$ cat src/macPipe_params.svh
// multiply-accumulate pipeline widths and per-mode coefficient bit counts
`ifndef MAC_PIPE_PARAMS_SVH
`define MAC_PIPE_PARAMS_SVH

// *********************************************************************
// data widths
// *********************************************************************

// the input sample is a signed two's-complement value
`define MAC_SAMPLE_WIDTH 8

// the coefficient is unsigned and is consumed one bit per multiplier step
`define MAC_COEF_WIDTH 4

// products and the running sum share this width and wrap on overflow
`define MAC_ACC_WIDTH 16

// *********************************************************************
// mode dependent coefficient bits
// *********************************************************************

// in short mode only the low coefficient bits take part in the product
// normal mode uses the full MAC_COEF_WIDTH
`define MAC_SHORT_BITS 2

`endif
$ cat src/macDataPkg.sv
// data types passed between the stages of the multiply-accumulate pipeline
`include "macPipe_params.svh"

package macDataPkg;

   // *********************************************************************
   // scalar types
   // *********************************************************************

   // signed input sample
   typedef logic signed [`MAC_SAMPLE_WIDTH-1:0] sampleT;

   // unsigned coefficient
   typedef logic [`MAC_COEF_WIDTH-1:0] coefT;

   // product or running sum, two's complement, wraps at full width
   typedef logic [`MAC_ACC_WIDTH-1:0] accT;

   // *********************************************************************
   // stage to stage words
   // *********************************************************************

   // operand stage output
   // magnitude is unsigned so that -128 maps to 128 without overflow
   // the mode travels with the item so the multiplier never looks
   // at the live mode input
   typedef struct packed {
      logic [`MAC_SAMPLE_WIDTH-1:0] magnitude;
      logic                         negative;
      coefT                         coef;
      logic                         shortMode;
   } operandWord;

   // multiplier output
   // the product is the unsigned magnitude product and the sign is
   // restored in the accumulate stage
   typedef struct packed {
      accT  product;
      logic negative;
   } productWord;

endpackage

$ cat src/macSeqPkg.sv
// sequencer types for the multiply-accumulate pipeline control
package macSeqPkg;

   // the thirteen master states
   // stNorm* states run the six-cycle normal schedule
   // stShort* states run the three-cycle overlapped short schedule
   typedef enum logic [3:0] {
      stIdle        = 4'd0,
      stNormWait1   = 4'd1,
      stNormMul     = 4'd2,
      stNormWait3   = 4'd3,
      stNormWait4   = 4'd4,
      stNormWait5   = 4'd5,
      stNormAcc     = 4'd6,
      stShortWait   = 4'd7,
      stShortMul    = 4'd8,
      stShortSample = 4'd9,
      stShortAcc    = 4'd10,
      stShortMul2   = 4'd11,
      stShortDrain  = 4'd12
   } seqState;

   // one-cycle start strobes for the three processing stages
   // the first strobe also serves as the taken pulse seen by the source
   typedef struct packed {
      logic startOperand;
      logic startMultiply;
      logic startAccumulate;
   } stageStarts;

endpackage

$ cat src/macPipe.sv
// multiply-accumulate pipeline top with sequencer and three stages
`timescale 1ns/1ns

module macPipe (
   input  logic               Clock,
   input  logic               rstN,
   input  logic               inValid,
   input  logic               shortMode,
   input  macDataPkg::sampleT inSample,
   input  macDataPkg::coefT   inCoef,
   output logic               inTaken,
   output logic               outValid,
   output macDataPkg::accT    outProduct,
   output macDataPkg::accT    outSum
);
   import macSeqPkg::*;
   import macDataPkg::*;

   stageStarts starts;
   operandWord operand;
   productWord product;

   // the source sees its item taken when the operand stage starts
   assign inTaken = starts.startOperand;

   macSequencer macSequencer_inst (
      .Clock     (Clock),
      .rstN      (rstN),
      .inValid   (inValid),
      .shortMode (shortMode),
      .starts    (starts)
   );

   macOperandStage macOperandStage_inst (
      .Clock     (Clock),
      .rstN      (rstN),
      .start     (starts.startOperand),
      .sample    (inSample),
      .coef      (inCoef),
      .shortMode (shortMode),
      .operand   (operand)
   );

   macSerialMultiplier macSerialMultiplier_inst (
      .Clock   (Clock),
      .rstN    (rstN),
      .start   (starts.startMultiply),
      .operand (operand),
      .product (product)
   );

   macAccumulateStage macAccumulateStage_inst (
      .Clock      (Clock),
      .rstN       (rstN),
      .start      (starts.startAccumulate),
      .product    (product),
      .outValid   (outValid),
      .outProduct (outProduct),
      .outSum     (outSum)
   );

endmodule

$ cat src/macAccumulateStage.sv
// accumulate stage that restores the sign and adds into the wrapping sum
`timescale 1ns/1ns

module macAccumulateStage (
   input  logic                   Clock,
   input  logic                   rstN,
   input  logic                   start,
   input  macDataPkg::productWord product,
   output logic                   outValid,
   output macDataPkg::accT        outProduct,
   output macDataPkg::accT        outSum
);
   import macDataPkg::*;

   accT signedProduct;
   accT sumReg;

   // two's complement negate of the magnitude product
   assign signedProduct = product.negative ? accT'(-product.product) : product.product;

   // *********************************************************************
   // accumulator and valid pulse
   // *********************************************************************

   // the sum wraps silently at the accumulator width
   always_ff @(posedge Clock) begin
      if (!rstN) begin
         outValid <= 1'b0;
         sumReg   <= '0;
      end else begin
         // one pulse per accumulated item
         outValid <= start;
         if (start) begin
            sumReg <= sumReg + signedProduct;
         end
      end
   end

   // product seen together with the sum it went into
   always_ff @(posedge Clock) begin
      if (start) begin
         outProduct <= signedProduct;
      end
   end

   assign outSum = sumReg;

endmodule

$ cat src/macSerialMultiplier.sv
// shift-add serial multiplier whose step count follows the item's mode
`timescale 1ns/1ns
`include "macPipe_params.svh"

module macSerialMultiplier (
   input  logic                   Clock,
   input  logic                   rstN,
   input  logic                   start,
   input  macDataPkg::operandWord operand,
   output macDataPkg::productWord product
);
   import macDataPkg::*;

   typedef enum logic {
      mulIdle,
      mulBusy
   } mulState;

   localparam int StepW = $clog2(`MAC_COEF_WIDTH);

   mulState          state;
   logic [StepW-1:0] stepsLeft;

   // shifted magnitude, remaining coefficient bits and running partial sum
   accT              multiplicand;
   coefT             coefBits;
   accT              partialSum;
   logic             negativeHeld;

   coefT             modeMask;
   accT              firstTerm;

   // short mode keeps only the low coefficient bits
   assign modeMask  = operand.shortMode ? coefT'((1 << `MAC_SHORT_BITS) - 1) : '1;

   // the start cycle already handles coefficient bit 0 so that
   // the product is ready four (or two) cycles after start
   assign firstTerm = operand.coef[0] ? accT'(operand.magnitude) : '0;

   // *********************************************************************
   // step control
   // *********************************************************************

   always_ff @(posedge Clock) begin
      if (!rstN) begin
         state     <= mulIdle;
         stepsLeft <= '0;
      end else if (start) begin
         state     <= mulBusy;
         stepsLeft <= operand.shortMode ? StepW'(`MAC_SHORT_BITS - 1)
                                        : StepW'(`MAC_COEF_WIDTH - 1);
      end else if (state == mulBusy) begin
         stepsLeft <= stepsLeft - 1'b1;
         if (stepsLeft == StepW'(1)) begin
            state <= mulIdle;
         end
      end
   end

   // *********************************************************************
   // shift-add datapath
   // *********************************************************************

   always_ff @(posedge Clock) begin
      if (start) begin
         // partial sum restarts from the bit 0 term
         multiplicand <= accT'(operand.magnitude) << 1;
         coefBits     <= (operand.coef & modeMask) >> 1;
         partialSum   <= firstTerm;
         negativeHeld <= operand.negative;
      end else if (state == mulBusy) begin
         if (coefBits[0]) begin
            partialSum <= partialSum + multiplicand;
         end
         multiplicand <= multiplicand << 1;
         coefBits     <= coefBits >> 1;
      end
   end

   // the result stays put while idle until the next start
   assign product = {partialSum, negativeHeld};

   // the sequencer schedule must leave the multiplier free before each start
   assert property (@(posedge Clock) disable iff (!rstN)
      start |-> (state == mulIdle))
      else $error("multiplier started while still busy");

endmodule

$ cat src/macOperandStage.sv
// operand stage that captures an item and splits the sample into magnitude and sign
`timescale 1ns/1ns
`include "macPipe_params.svh"

module macOperandStage (
   input  logic                   Clock,
   input  logic                   rstN,
   input  logic                   start,
   input  macDataPkg::sampleT     sample,
   input  macDataPkg::coefT       coef,
   input  logic                   shortMode,
   output macDataPkg::operandWord operand
);
   import macDataPkg::*;

   // first register rank, loaded on start
   sampleT heldSample;
   coefT   heldCoef;
   logic   heldShort;

   // set for the one cycle in which the second rank is loaded
   logic   formPending;

   logic   sampleNegative;

   assign sampleNegative = heldSample[`MAC_SAMPLE_WIDTH-1];

   always_ff @(posedge Clock) begin
      if (!rstN) begin
         formPending <= 1'b0;
      end else begin
         formPending <= start;
      end
   end

   // capture the item as the sequencer takes it
   always_ff @(posedge Clock) begin
      if (start) begin
         heldSample <= sample;
         heldCoef   <= coef;
         heldShort  <= shortMode;
      end
   end

   // second rank holds its value until the cycle after the next start
   // negating -128 in eight bits gives 8'h80, which read unsigned is 128
   always_ff @(posedge Clock) begin
      if (formPending) begin
         operand.magnitude <= sampleNegative ? $unsigned(-heldSample)
                                             : $unsigned(heldSample);
         operand.negative  <= sampleNegative;
         operand.coef      <= heldCoef;
         operand.shortMode <= heldShort;
      end
   end

endmodule

$ cat src/macSequencer.sv
// master sequencer that issues the operand, multiply and accumulate starts
`timescale 1ns/1ns

module macSequencer (
   input  logic                  Clock,
   input  logic                  rstN,
   input  logic                  inValid,
   input  logic                  shortMode,
   output macSeqPkg::stageStarts starts
);
   import macSeqPkg::*;

   seqState state;
   seqState nextState;

   // *********************************************************************
   // state register
   // *********************************************************************

   always_ff @(posedge Clock) begin
      if (!rstN) begin
         state <= stIdle;
      end else begin
         state <= nextState;
      end
   end

   // *********************************************************************
   // next state and strobes
   // *********************************************************************

   // inValid is only looked at in stIdle, stNormAcc and stShortSample
   // every other state just walks the fixed schedule
   always_comb begin
      starts    = '0;
      nextState = stIdle;
      case (state)
         stIdle: begin
            if (inValid) begin
               starts.startOperand = 1'b1;
               // the mode is latched into the schedule here and nowhere else
               nextState = shortMode ? stShortWait : stNormWait1;
            end else begin
               nextState = stIdle;
            end
         end
         stNormWait1: nextState = stNormMul;
         stNormMul: begin
            // operand word is ready two cycles after its start
            starts.startMultiply = 1'b1;
            nextState            = stNormWait3;
         end
         stNormWait3: nextState = stNormWait4;
         stNormWait4: nextState = stNormWait5;
         stNormWait5: nextState = stNormAcc;
         stNormAcc: begin
            // the product is done here and a new item may enter in the same cycle
            starts.startAccumulate = 1'b1;
            if (inValid) begin
               starts.startOperand = 1'b1;
               nextState           = stNormWait1;
            end else begin
               nextState = stIdle;
            end
         end
         stShortWait: nextState = stShortMul;
         stShortMul: begin
            starts.startMultiply = 1'b1;
            nextState            = stShortSample;
         end
         stShortSample: begin
            // steady-state point of the short schedule
            // a new item overlaps the accumulate of the current one
            if (inValid) begin
               starts.startOperand = 1'b1;
               nextState           = stShortAcc;
            end else begin
               nextState = stShortDrain;
            end
         end
         stShortAcc: begin
            starts.startAccumulate = 1'b1;
            nextState              = stShortMul2;
         end
         stShortMul2: begin
            // multiply for the item taken two cycles earlier
            starts.startMultiply = 1'b1;
            nextState            = stShortSample;
         end
         stShortDrain: begin
            // last item in flight finishes and the pipe goes idle
            starts.startAccumulate = 1'b1;
            nextState              = stIdle;
         end
         default: nextState = stIdle;
      endcase
   end

   // *********************************************************************
   // checks
   // *********************************************************************

   // the state register must stay inside the thirteen legal codes
   assert property (@(posedge Clock) disable iff (!rstN)
      !$isunknown(state) && (state <= stShortDrain))
      else $error("sequencer state left the legal encoding");

   // the multiplier and accumulator must never be started together
   // since the accumulator reads a finished product
   assert property (@(posedge Clock) disable iff (!rstN)
      !(starts.startAccumulate && starts.startMultiply))
      else $error("accumulate and multiply started in the same cycle");

endmodule

$ cat config.mk
export PLATFORM = sky130hd
export DESIGN_NAME = macPipe
export DESIGN_NICKNAME = d
export VERILOG_FILES = /design/src/macDataPkg.sv /design/src/macSeqPkg.sv /design/src/macPipe.sv /design/src/macAccumulateStage.sv /design/src/macSerialMultiplier.sv /design/src/macOperandStage.sv /design/src/macSequencer.sv
export VERILOG_INCLUDE_DIRS = /design/src
export SDC_FILE = /design/constraint.sdc
export NUM_CORES = 1
export LEC_CHECK = 0
export BUFFER_PORTS_ARGS = -buffer_cell sky130_fd_sc_hd__buf_4
export CAP_MARGIN = 25
export CELL_PAD_IN_SITES_DETAIL_PLACEMENT = 0
export CELL_PAD_IN_SITES_GLOBAL_PLACEMENT = 1
export CORE_MARGIN = 2
export CORE_UTILIZATION = 43
export DETAILED_ROUTE_END_ITERATION = 6
export GPL_ROUTABILITY_DRIVEN = 1
export GPL_TIMING_DRIVEN = 1
export MAX_ROUTING_LAYER = met4
export PLACE_DENSITY = 0.81
export SYNTH_ARGS = -nofsm -noshare
export SYNTH_HDL_FRONTEND = slang
export SYNTH_HIERARCHICAL = 1
export SYNTH_SLANG_ARGS = --single-unit
$ cat constraint.sdc
create_clock -name Clock -period 3.05 [get_ports Clock]
set_input_delay 0.61 -clock Clock [delete_from_list [all_inputs] [get_ports Clock]]
set_output_delay 0.61 -clock Clock [all_outputs]
set_load 0.01 [all_outputs]
==> results_dict.tcl, run 1 <==
set metrics [dict create \
    core_mm2 0.0128 \
    crit_path_max_fanout 3 \
    setup_slack_ns -0.0684 \
    cts_tree "done" \
    clkLatencyLatePin_ns 0.35 \
    die_w_um 119 \
    final_max_slew_viol_count 0 \
    netlist_area_mm2 0.00568 \
    reg2reg_setup_slack_ns -0.07 \
    crit_slowest_cell "or4_1" \
    synth_area_leaders "edfxtp_1, dfxtp_1, ha_1, xnor2_1, nand2_1" \
    gr-total-overflow 0 \
    yosys.cell_types.count 73 \
    grt_max_degree 52 \
    cts_root_buf "clkbuf_16" \
    fin_crit_ns 3.12 \
    cts.clk_slew.worst_paths_ns 0.07 \
    maxSlewHeadroom_pct 54.9 \
    max_stage_delay_ns 0.49 \
    irDropWorstVdd_mv 0.491 \
    mostFrequentLayoutCells "buf_4, edfxtp_1, nand2_1" \
    yosysTopAreaCell "edfxtp_1" \
    htreeDepth 3 \
    finClkSkew_ns 0.00785 \
    vias 4015 \
    portBuffers 49 \
    finalCritPeriodShare_pct 102 \
    finalSetupViolCount 1 \
    dieHeight_um 119 \
    viasPerCell 5.29 \
    power_uw 5820 \
    numCtsBuffers 9 \
    dp_hpwl_um 8270 \
    dp_slack_ns -0.148 \
    detail-route-antenna-nets 0 \
    synth_fp_nets 558 \
    p_leak_uw 0.00271 \
    max_cap_viol_count 0 \
    outcome "complete, but fails checks" \
    dp_cells 739 \
    violations "negative setup slack" \
    hold_viol_final 0 \
    cp-end-kind "flop" \
    synth_seq_cells 103 \
    rsz0062_at_grt "true" \
    wl_per_cell_um 14.8 \
    hp-class "reg2reg" \
    yosysTopAreaCellShare_pct 37.6 \
    clock.fmax_mhz 321 \
    mostFrequentLayoutCell "buf_4" \
    drive_gt1_share_pct 24.7 \
    start_kind "flop" \
    worst-endpoint-required_ns 3.33 \
    synth-edff-count 71 \
    synth_cells 505 \
    path_class "reg2reg" \
    path_delay_family "simple AND/OR/NAND/NOR gates" \
    ioPinCount 50 \
    fin_cells 759 \
    n_antenna_cell 0 \
    area_growth_pct 19.7 \
    seq_area_frac_synth_pct 48.8 \
    ys.flop_type "edfxtp_1" \
    max_slew.worst_pin.slew_ns 0.676 \
    antenna_found_initial 0 \
    cp_num_buf_inv 0 \
    drt-initial-drc-count 170 \
    fill_cells 1123 \
    yosysWarnings 6 \
    wirelength_um 11300 \
    nets 635 \
    grt_pass1_vias 3909 \
    cts.sinks 103 \
    avgSynthCellArea_um2 11.2 \
    globalplace.congestion 0.875 \
    async_flop_share_pct 0 \
    initial_core_util_pct 44.4 \
    arrival_ns 3.39 \
    utilization_pct 53.2 \
    clockBufferDepth 2 \
    drt-pass1-iter-count 5 \
    dieArea_mm2 0.0141 \
    grt_pass1_wl_um 18700 \
    track_usage_pct 16.8 \
    route.detailed.drc 0 \
    cp_cell_sequence "nor4_4 -> nand2_1 -> nor2_2 -> nand2_2 -> o41ai_2 -> xnor2_1 -> ha_1 -> a21oi_2 -> o21ai_0 -> o2bb2ai_1 -> nor3_1 -> or4_1 -> a21boi_1" \
    power-per-cell-area_mw_per_mm2 856 \
    rows 41 \
]
-- path summary, 6_finish.rpt --
kind	to	depth (start not counted)	from
max reg2reg	macAccumulateStage_inst/outSum[15]$_SDFFE_PN0P_	13	macSerialMultiplier_inst/partialSum[5]$_DFFE_PP_
min	macOperandStage_inst/operand[2]$_DFFE_PP_	0	macOperandStage_inst/heldCoef[1]$_DFFE_PP_
min reg2reg	macOperandStage_inst/operand[2]$_DFFE_PP_	0	macOperandStage_inst/heldCoef[1]$_DFFE_PP_
max	macAccumulateStage_inst/outSum[15]$_SDFFE_PN0P_	13	macSerialMultiplier_inst/partialSum[5]$_DFFE_PP_
-- Yosys cell counts, types with 9 or more instances --
library cell / instances
a21oi_1: 25
clkbuf_1: 9
dfxtp_1: 32
edfxtp_1: 71
ha_1: 35
inv_1: 18
mux2_2: 9
mux2i_1: 13
nand2_1: 45
nand3_1: 16
nor2_1: 20
nor2b_1: 11
nor3_1: 11
o21a_1: 11
o21ai_0: 21
xnor2_1: 29
-- per-layer routing --
layer / GRT usage (%) / part of all wire (%) / wire [um]
met1: 21.0 / 45 / 5110
met2: 27.6 / 51 / 5710
met3: 3.59 / 2.9 / 329
met4: 4.69 / 1.1 / 122
met5: - / 0 / 0
-- cells by family (layout without fill, tap and decap cells) --
group | after synthesis | after routing | synth area share [%]
AND/OR/NAND/NOR | 138 | 138 | 12.9
AO/OA/AOI/OAI | 126 | 126 | 15.9
flip-flops | 103 | 103 | 48.8
XOR/XNOR | 39 | 39 | 6.28
buffers and inverters | 38 | 120 | 3.26
adder cells (fa/ha/maj) | 37 | 37 | 8.42
multiplexers | 24 | 24 | 4.47
-- what timing repair did --
action	4_1_cts	5_1_grt
hold buffers	0	0
setup endpoints to repair	3	7
gates resized for setup	4	15
pin swaps	2	5
buffers inserted	0	4
-- power by group --
group          leakage [uW]  internal, uW  total, uW  switching, uW
Combinational       0.00165          1150       2570           1420
Sequential         0.000927          1910       2150            245
Clock              0.000133           564       1090            530
-- per-stage QoR --
| step | area [um^2] | setup TNS, ns | hold WS, ns |
|---|---|---|---|
| global route | 6800 | -0.237 | 0.420 |
| detailed placement | 6410 | -0.214 | 0.407 |
| CTS | 6710 | -0.0611 | 0.419 |
| floorplan | 5680 | 0 | 0.400 |
| global placement | 6410 | -0.0151 | 0.405 |
| finish | 6800 | -0.0684 | 0.421 |
-- registers in the layout, summed over array words and instances, names as in the netlist, 3 cells and up --
signal,flops
macAccumulateStage_inst/outProduct,16
macSerialMultiplier_inst/multiplicand,15
macSequencer_inst/state,4
macOperandStage_inst/heldSample,8
macAccumulateStage_inst/outSum,16
macSerialMultiplier_inst/coefBits,3
macOperandStage_inst/operand,14
macSerialMultiplier_inst/partialSum,16
macOperandStage_inst/heldCoef,4
-- area by class of cell --
| cell class | count | area, um^2 | area share [%] |
|---|---|---|---|
| clock buffers | 9 | 225 | 3.31 |
| clock inverters | 7 | 55.1 | 0.810 |
| inverters | 19 | 71.3 | 1.05 |
| multi-input cells | 364 | 2810 | 41.3 |
| flip-flops and latches | 103 | 2770 | 40.8 |
| well taps | 172 | 215 | 3.17 |
| repair buffers | 85 | 651 | 9.57 |
No activity file was read; power rests on OpenSTA's default activity.
==> run 2, diff against run 1 <==
- RECOVER_POWER: not set -> 100
==> run 2 against run 1 <==
Against the previous run:
- the flow still finishes with violations (negative setup slack)
- total power decreased by 0.26%
- die area unchanged
- final area decreased by 0.37%
==> results_dict.tcl, run 2 (synthesis gave the netlist of run 1 again) <==
set metrics [dict create \
    route.detailed.drc 0 \
    htreeDepth 3 \
    wl_met1_um 5130 \
    antenna_found_initial 0 \
    dieHeight_um 119 \
    finalCritPeriodShare_pct 102 \
    mostFrequentLayoutCell "edfxtp_1" \
    ioPinCount 50 \
    p_int_uw 3610 \
    clkLatencyLatePin_ns 0.35 \
    hp-class "reg2reg" \
    clockBufferDepth 2 \
    dr_wl_met3_um 344 \
    core_mm2 0.0128 \
    ctsHoldBuffers 0 \
    dr_wl_met2_um 5710 \
    finalSetupViolCount 1 \
    p_switching_uw 2190 \
    max_slew.worst_pin.slew_ns 0.647 \
    nets 635 \
    portBuffers 49 \
    fin_cells 759 \
    fill_cells 1131 \
    cts_tree "done" \
    grt_max_degree 52 \
    arrival_ns 3.39 \
    combPwrFrac_pct 44.1 \
    cts_root_buf "clkbuf_16" \
    seq_power_share_pct 37.1 \
    violations "negative setup slack" \
    grt_pass1_vias 3909 \
    rows 41 \
    start_kind "flop" \
    highest_layer "met4" \
    die_w_um 119 \
    path_class "reg2reg" \
    wl_per_cell_um 14.9 \
    cp-end-kind "flop" \
    mostFrequentLayoutCells "edfxtp_1, buf_4, nand2_1" \
    final_max_slew_viol_count 0 \
    globalplace.congestion 0.875 \
    finClkSkew_ns 0.00878 \
    vias 4035 \
    drt-pass1-iter-count 5 \
    gr-total-overflow 0 \
    irDropWorstVdd_mv 0.487 \
    outcome "complete, but fails checks" \
    detail-route-antenna-nets 0 \
    max_cap_viol_count 0 \
    area_growth_pct 19.3 \
    numCtsBuffers 9 \
    wirelength_um 11300 \
    worst-endpoint-required_ns 3.32 \
    dp_cells 739 \
    fin_crit_ns 3.12 \
    maxSlewHeadroom_pct 56.8 \
    dp_hpwl_um 8270 \
    cts.clk_slew.worst_paths_ns 0.07 \
    drive_gt1_share_pct 23.5 \
    viasPerCell 5.32 \
    p_leak_uw 0.00269 \
    drt-initial-drc-count 197 \
    clock.fmax_mhz 321 \
    dieArea_mm2 0.0141 \
    hold_viol_final 0 \
    track_usage_pct 16.8 \
    setup_slack_ns -0.0665 \
    crit_path_max_fanout 3 \
    p_clk_share_pct 18.8 \
    swShare_pct 37.7 \
    n_antenna_cell 0 \
    initial_core_util_pct 44.4 \
    power-per-cell-area_mw_per_mm2 857 \
    rsz0062_at_grt "true" \
    cts.sinks 103 \
    place_area_mm2 0.00641 \
    grt_pass1_wl_um 18700 \
    design_area_mm2 0.00677 \
]
## run 2: what timing repair did
item                       in CTS  in global routing
gates resized for setup         4                 15
pin swaps                       2                  5
setup endpoints to repair       3                  7
buffers inserted                0                  4
## run 2: through the flow
stage               hold slack [ns]  utilization, %  TNS [ns]  setup slack, ns  total power [uW]
global route                  0.430            53.0    -0.434           -0.237              6190
finish                        0.422            53.0   -0.0665          -0.0665              5800
global placement              0.405            50.2   -0.0151          -0.0151              4570
CTS                           0.419            52.5   -0.0611          -0.0611              5760
detailed placement            0.407            50.2    -0.214           -0.148              4630
floorplan                     0.400               -         0           0.0137              3900
## run 2: worst max-delay path: stages, from the launching register on
cell and delay, ns:
edfxtp_1 0.44, nor4_4 0.31, nand2_1 0.11, nor2_2 0.13
nand2_2 0.08, o41ai_2 0.24, xnor2_1 0.19, ha_1 0.31
a21oi_2 0.18, o21ai_0 0.11, o2bb2ai_1 0.20, nor3_1 0.09
or4_1 0.49, a21boi_1 0.17
## run 2: path summary, 6_finish.rpt
check | start | to | depth (start not counted) | slack, ns
max reg2reg | macSerialMultiplier_inst/partialSum[5]$_DFFE_PP_ | macAccumulateStage_inst/outSum[15]$_SDFFE_PN0P_ | 13 | -0.07
min reg2reg | macOperandStage_inst/heldCoef[1]$_DFFE_PP_ | macOperandStage_inst/operand[2]$_DFFE_PP_ | 0 | 0.42
min | macOperandStage_inst/heldCoef[1]$_DFFE_PP_ | macOperandStage_inst/operand[2]$_DFFE_PP_ | 0 | 0.42
max | macSerialMultiplier_inst/partialSum[5]$_DFFE_PP_ | macAccumulateStage_inst/outSum[15]$_SDFFE_PN0P_ | 13 | -0.07
## run 2: power by group through the flow
stage	sequential (uW)	combinational, uW	clock, uW
after CTS	2150	2480	1140
after detailed placement	2180	2450	0
after global placement	2160	2410	0
after floorplan	2150	1750	0
final	2150	2560	1090
after global routing	2190	2830	1180
## run 2: cell type report
type                            count  area [um^2]  area share (%)
Multi-Input combinational cell    364         2800            41.3
Sequential cell                   103         2770            40.9
Timing Repair Buffer               85          636            9.38
Clock buffer                        9          225            3.33
Tap cell                          172          215            3.18
Inverter                           19         71.3            1.05
Clock inverter                      7         55.1           0.813
## run 2: metal layers
layer	track usage (%)	vias to the layer above
li1	-	2032
met2	27.6	60
met4	4.69	0
met3	3.59	10
met5	-	-
met1	21.0	1933
==> run 3, diff against run 2 <==
==> constraint.sdc (replaced) <==
create_clock -name Clock -period 3.05 [get_ports Clock]
set_input_delay 0.1525 -clock Clock [delete_from_list [all_inputs] [get_ports Clock]]
set_output_delay 0.1525 -clock Clock [all_outputs]
set_load 0.01 [all_outputs]
==> run 3 against run 2 <==
Against the previous run:
- the flow still finishes with violations (negative setup slack)
- worst setup slack got worse by 0.050 ns
- fmax fell by 1.6%
- clock skew fell by 0.0016 ns
- critical path type unchanged
==> results_dict.tcl, run 3 (synthesis gave the netlist of run 1 again) <==
set metrics [dict create \
    finalSetupViolCount 1 \
    finalCritPeriodShare_pct 104 \
    die_w_um 119 \
    clkLatencyLatePin_ns 0.35 \
    p_leak_uw 0.00262 \
    crit_slowest_cell "or4_1" \
    detail-route-antenna-nets 0 \
    irDropWorstVdd_mv 0.610 \
    wirelength_um 11600 \
    p_switching_uw 2220 \
    gr-total-overflow 0 \
    mostFrequentLayoutCell "edfxtp_1" \
    cp_cell_sequence "nor4_4 -> nand2_1 -> nor2_2 -> nand2_2 -> o41ai_4 -> xnor2_1 -> ha_1 -> a21oi_2 -> o2111ai_2 -> a21oi_2 -> nor3_1 -> or4_1 -> a21boi_1" \
    min_from "inValid" \
    htreeDepth 3 \
    hold_path_end "macSequencer_inst/state[1]$_SDFF_PN0_" \
    fin_crit_ns 3.17 \
    max_stage_delay_ns 0.49 \
    r2r_end "macAccumulateStage_inst/outSum[15]$_SDFFE_PN0P_" \
    track_usage_pct 17.4 \
    max_cap_viol_count 0 \
    grt_max_degree 45 \
    drive_gt1_share_pct 17.3 \
    drt-pass1-iter-count 4 \
    clockBufferDepth 2 \
    antenna_found_initial 0 \
    n_antenna_cell 0 \
    globalplace.congestion 0.866 \
    combPwrFrac_pct 43.8 \
    nets 648 \
    cts_root_buf "clkbuf_16" \
    p_int_uw 3620 \
    hold_viol_final 0 \
    dp_hpwl_um 8410 \
    cts.sinks 103 \
    hp-class "in2reg" \
    maxSlewHeadroom_pct 54.5 \
    place_area_mm2 0.00639 \
    core_mm2 0.0128 \
    p_clk_share_pct 19.2 \
    outcome "complete, but fails checks" \
    max_slew.worst_pin.slew_ns 0.682 \
    swShare_pct 38.1 \
    grt_pass1_vias 4057 \
    dieHeight_um 119 \
    grt_pass1_wl_um 19200 \
    seq_power_share_pct 37.0 \
    violations "negative setup slack" \
    setup_slack_ns -0.116 \
    viasPerCell 5.30 \
    path_class "reg2reg" \
    ioPinCount 50 \
    portBuffers 49 \
    start_kind "flop" \
    worst-endpoint-required_ns 3.33 \
    power-per-cell-area_mw_per_mm2 861 \
    utilization_pct 53.1 \
    crit_cells 13 \
    r2r.worst_path.cells 13 \
    final_max_slew_viol_count 0 \
    initial_core_util_pct 44.4 \
    rows 41 \
    cts.clk_slew.worst_paths_ns 0.07 \
    drt-initial-drc-count 251 \
    wl_per_cell_um 15.0 \
    mostFrequentLayoutCells "edfxtp_1, nand2_1, buf_4" \
    vias 4092 \
    cp-end-kind "flop" \
    rsz0062_at_grt "true" \
    fill_cells 1134 \
    path_common_cell "a21oi_2" \
    hold_depth 3 \
    finClkSkew_ns 0.00713 \
    cts_tree "done" \
    arrival_ns 3.45 \
    r2r_start "macSerialMultiplier_inst/partialSum[5]$_DFFE_PP_" \
    crit_path_max_fanout 3 \
    dieArea_mm2 0.0141 \
    cp_num_buf_inv 0 \
    area_growth_pct 19.4 \
    route.detailed.drc 0 \
    numCtsBuffers 9 \
    reg2reg_setup_slack_ns -0.12 \
    clock.fmax_mhz 316 \
    design_area_mm2 0.00678 \
    path_delay_family "simple AND/OR/NAND/NOR gates" \
]
-- run 3: changes by cell type in the layout (fill, tap and decap cells not counted), sizes merged --
cell / before / now
clkinv: 2 / 3
clkbuf: 25 / 57
clkinvlp: 2 / 1
dlygate4sd3: 0 / 13
buf: 69 / 37
-- run 3: worst register-to-register path: stages, from the launching register on --
cell and delay [ns]:
edfxtp_1 0.43, nor4_4 0.30, nand2_1 0.11, nor2_2 0.15
nand2_2 0.10, o41ai_4 0.24, xnor2_1 0.19, ha_1 0.31
a21oi_2 0.22, o2111ai_2 0.16, a21oi_2 0.16, nor3_1 0.08
or4_1 0.49, a21boi_1 0.16
-- run 3: layout make-up --
| cell class | count | area (um^2) | area share [%] |
|---|---|---|---|
| Multi-Input combinational cell | 364 | 2800 | 41.2 |
| Sequential cell | 103 | 2770 | 40.9 |
| Timing Repair Buffer | 98 | 633 | 9.34 |
| Clock buffer | 9 | 225 | 3.32 |
| Tap cell | 172 | 215 | 3.17 |
| Inverter | 19 | 71.3 | 1.05 |
| Clock inverter | 7 | 67.6 | 0.996 |
-- run 3: through the flow --
step	instances	setup slack, ns	power, uW	hold WS, ns	setup TNS, ns
detailed placement	738	-0.166	4610	0.332	-0.166
global route	772	-0.300	6240	0.140	-0.462
floorplan	505	0.0137	3900	0.251	0
global placement	738	-0.0200	4550	0.330	-0.0200
CTS	768	-0.0457	5800	0.100	-0.0457
finish	772	-0.116	5840	0.122	-0.116
-- run 3: per-layer routing --
layer / share of wire (%) / vias to the layer above / wire length, um / global-route usage [%]
met5: 0 / - / 0 / -
met4: 2.1 / 0 / 237 / 6.92
met3: 4.1 / 19 / 474 / 3.69
met2: 50 / 85 / 5760 / 29.3
met1: 44 / 1923 / 5080 / 20.2
li1: - / 2065 / - / -
-- run 3: what timing repair did --
| action | CTS | global route |
|---|---|---|
| setup buffers | 1 | 4 |
| endpoints found under the hold margin | 13 | 0 |
| pin swaps | 2 | 6 |
| hold buffers | 13 | 0 |
| setup endpoints to repair | 1 | 6 |
| gates resized for setup | 8 | 10 |
-- run 3: power by group through the flow --
stage                     logic [uW]  clock network, uW  registers (uW)
after floorplan                 1750                  0            2150
after global placement          2380                  0            2160
after detailed placement        2440                  0            2180
after CTS                       2490               1160            2150
after global routing            2840               1200            2200
final                           2560               1120            2160
-- run 3: how the worst max path moves through the flow --
stage                                                startpoint                                         endpoint  slack, ns
3_3_place_gp   macSerialMultiplier_inst/partialSum[5]$_DFFE_PP_  macAccumulateStage_inst/outSum[15]$_SDFFE_PN0P_      -0.02
3_5_place_dp   macSerialMultiplier_inst/partialSum[5]$_DFFE_PP_  macAccumulateStage_inst/outSum[15]$_SDFFE_PN0P_      -0.17
4_1_cts        macSerialMultiplier_inst/partialSum[5]$_DFFE_PP_  macAccumulateStage_inst/outSum[15]$_SDFFE_PN0P_      -0.05
5_1_grt        macSerialMultiplier_inst/partialSum[5]$_DFFE_PP_  macAccumulateStage_inst/outSum[15]$_SDFFE_PN0P_      -0.30
2_1_floorplan  macSerialMultiplier_inst/partialSum[5]$_DFFE_PP_  macAccumulateStage_inst/outSum[15]$_SDFFE_PN0P_       0.01
6_report       macSerialMultiplier_inst/partialSum[5]$_DFFE_PP_  macAccumulateStage_inst/outSum[15]$_SDFFE_PN0P_      -0.12
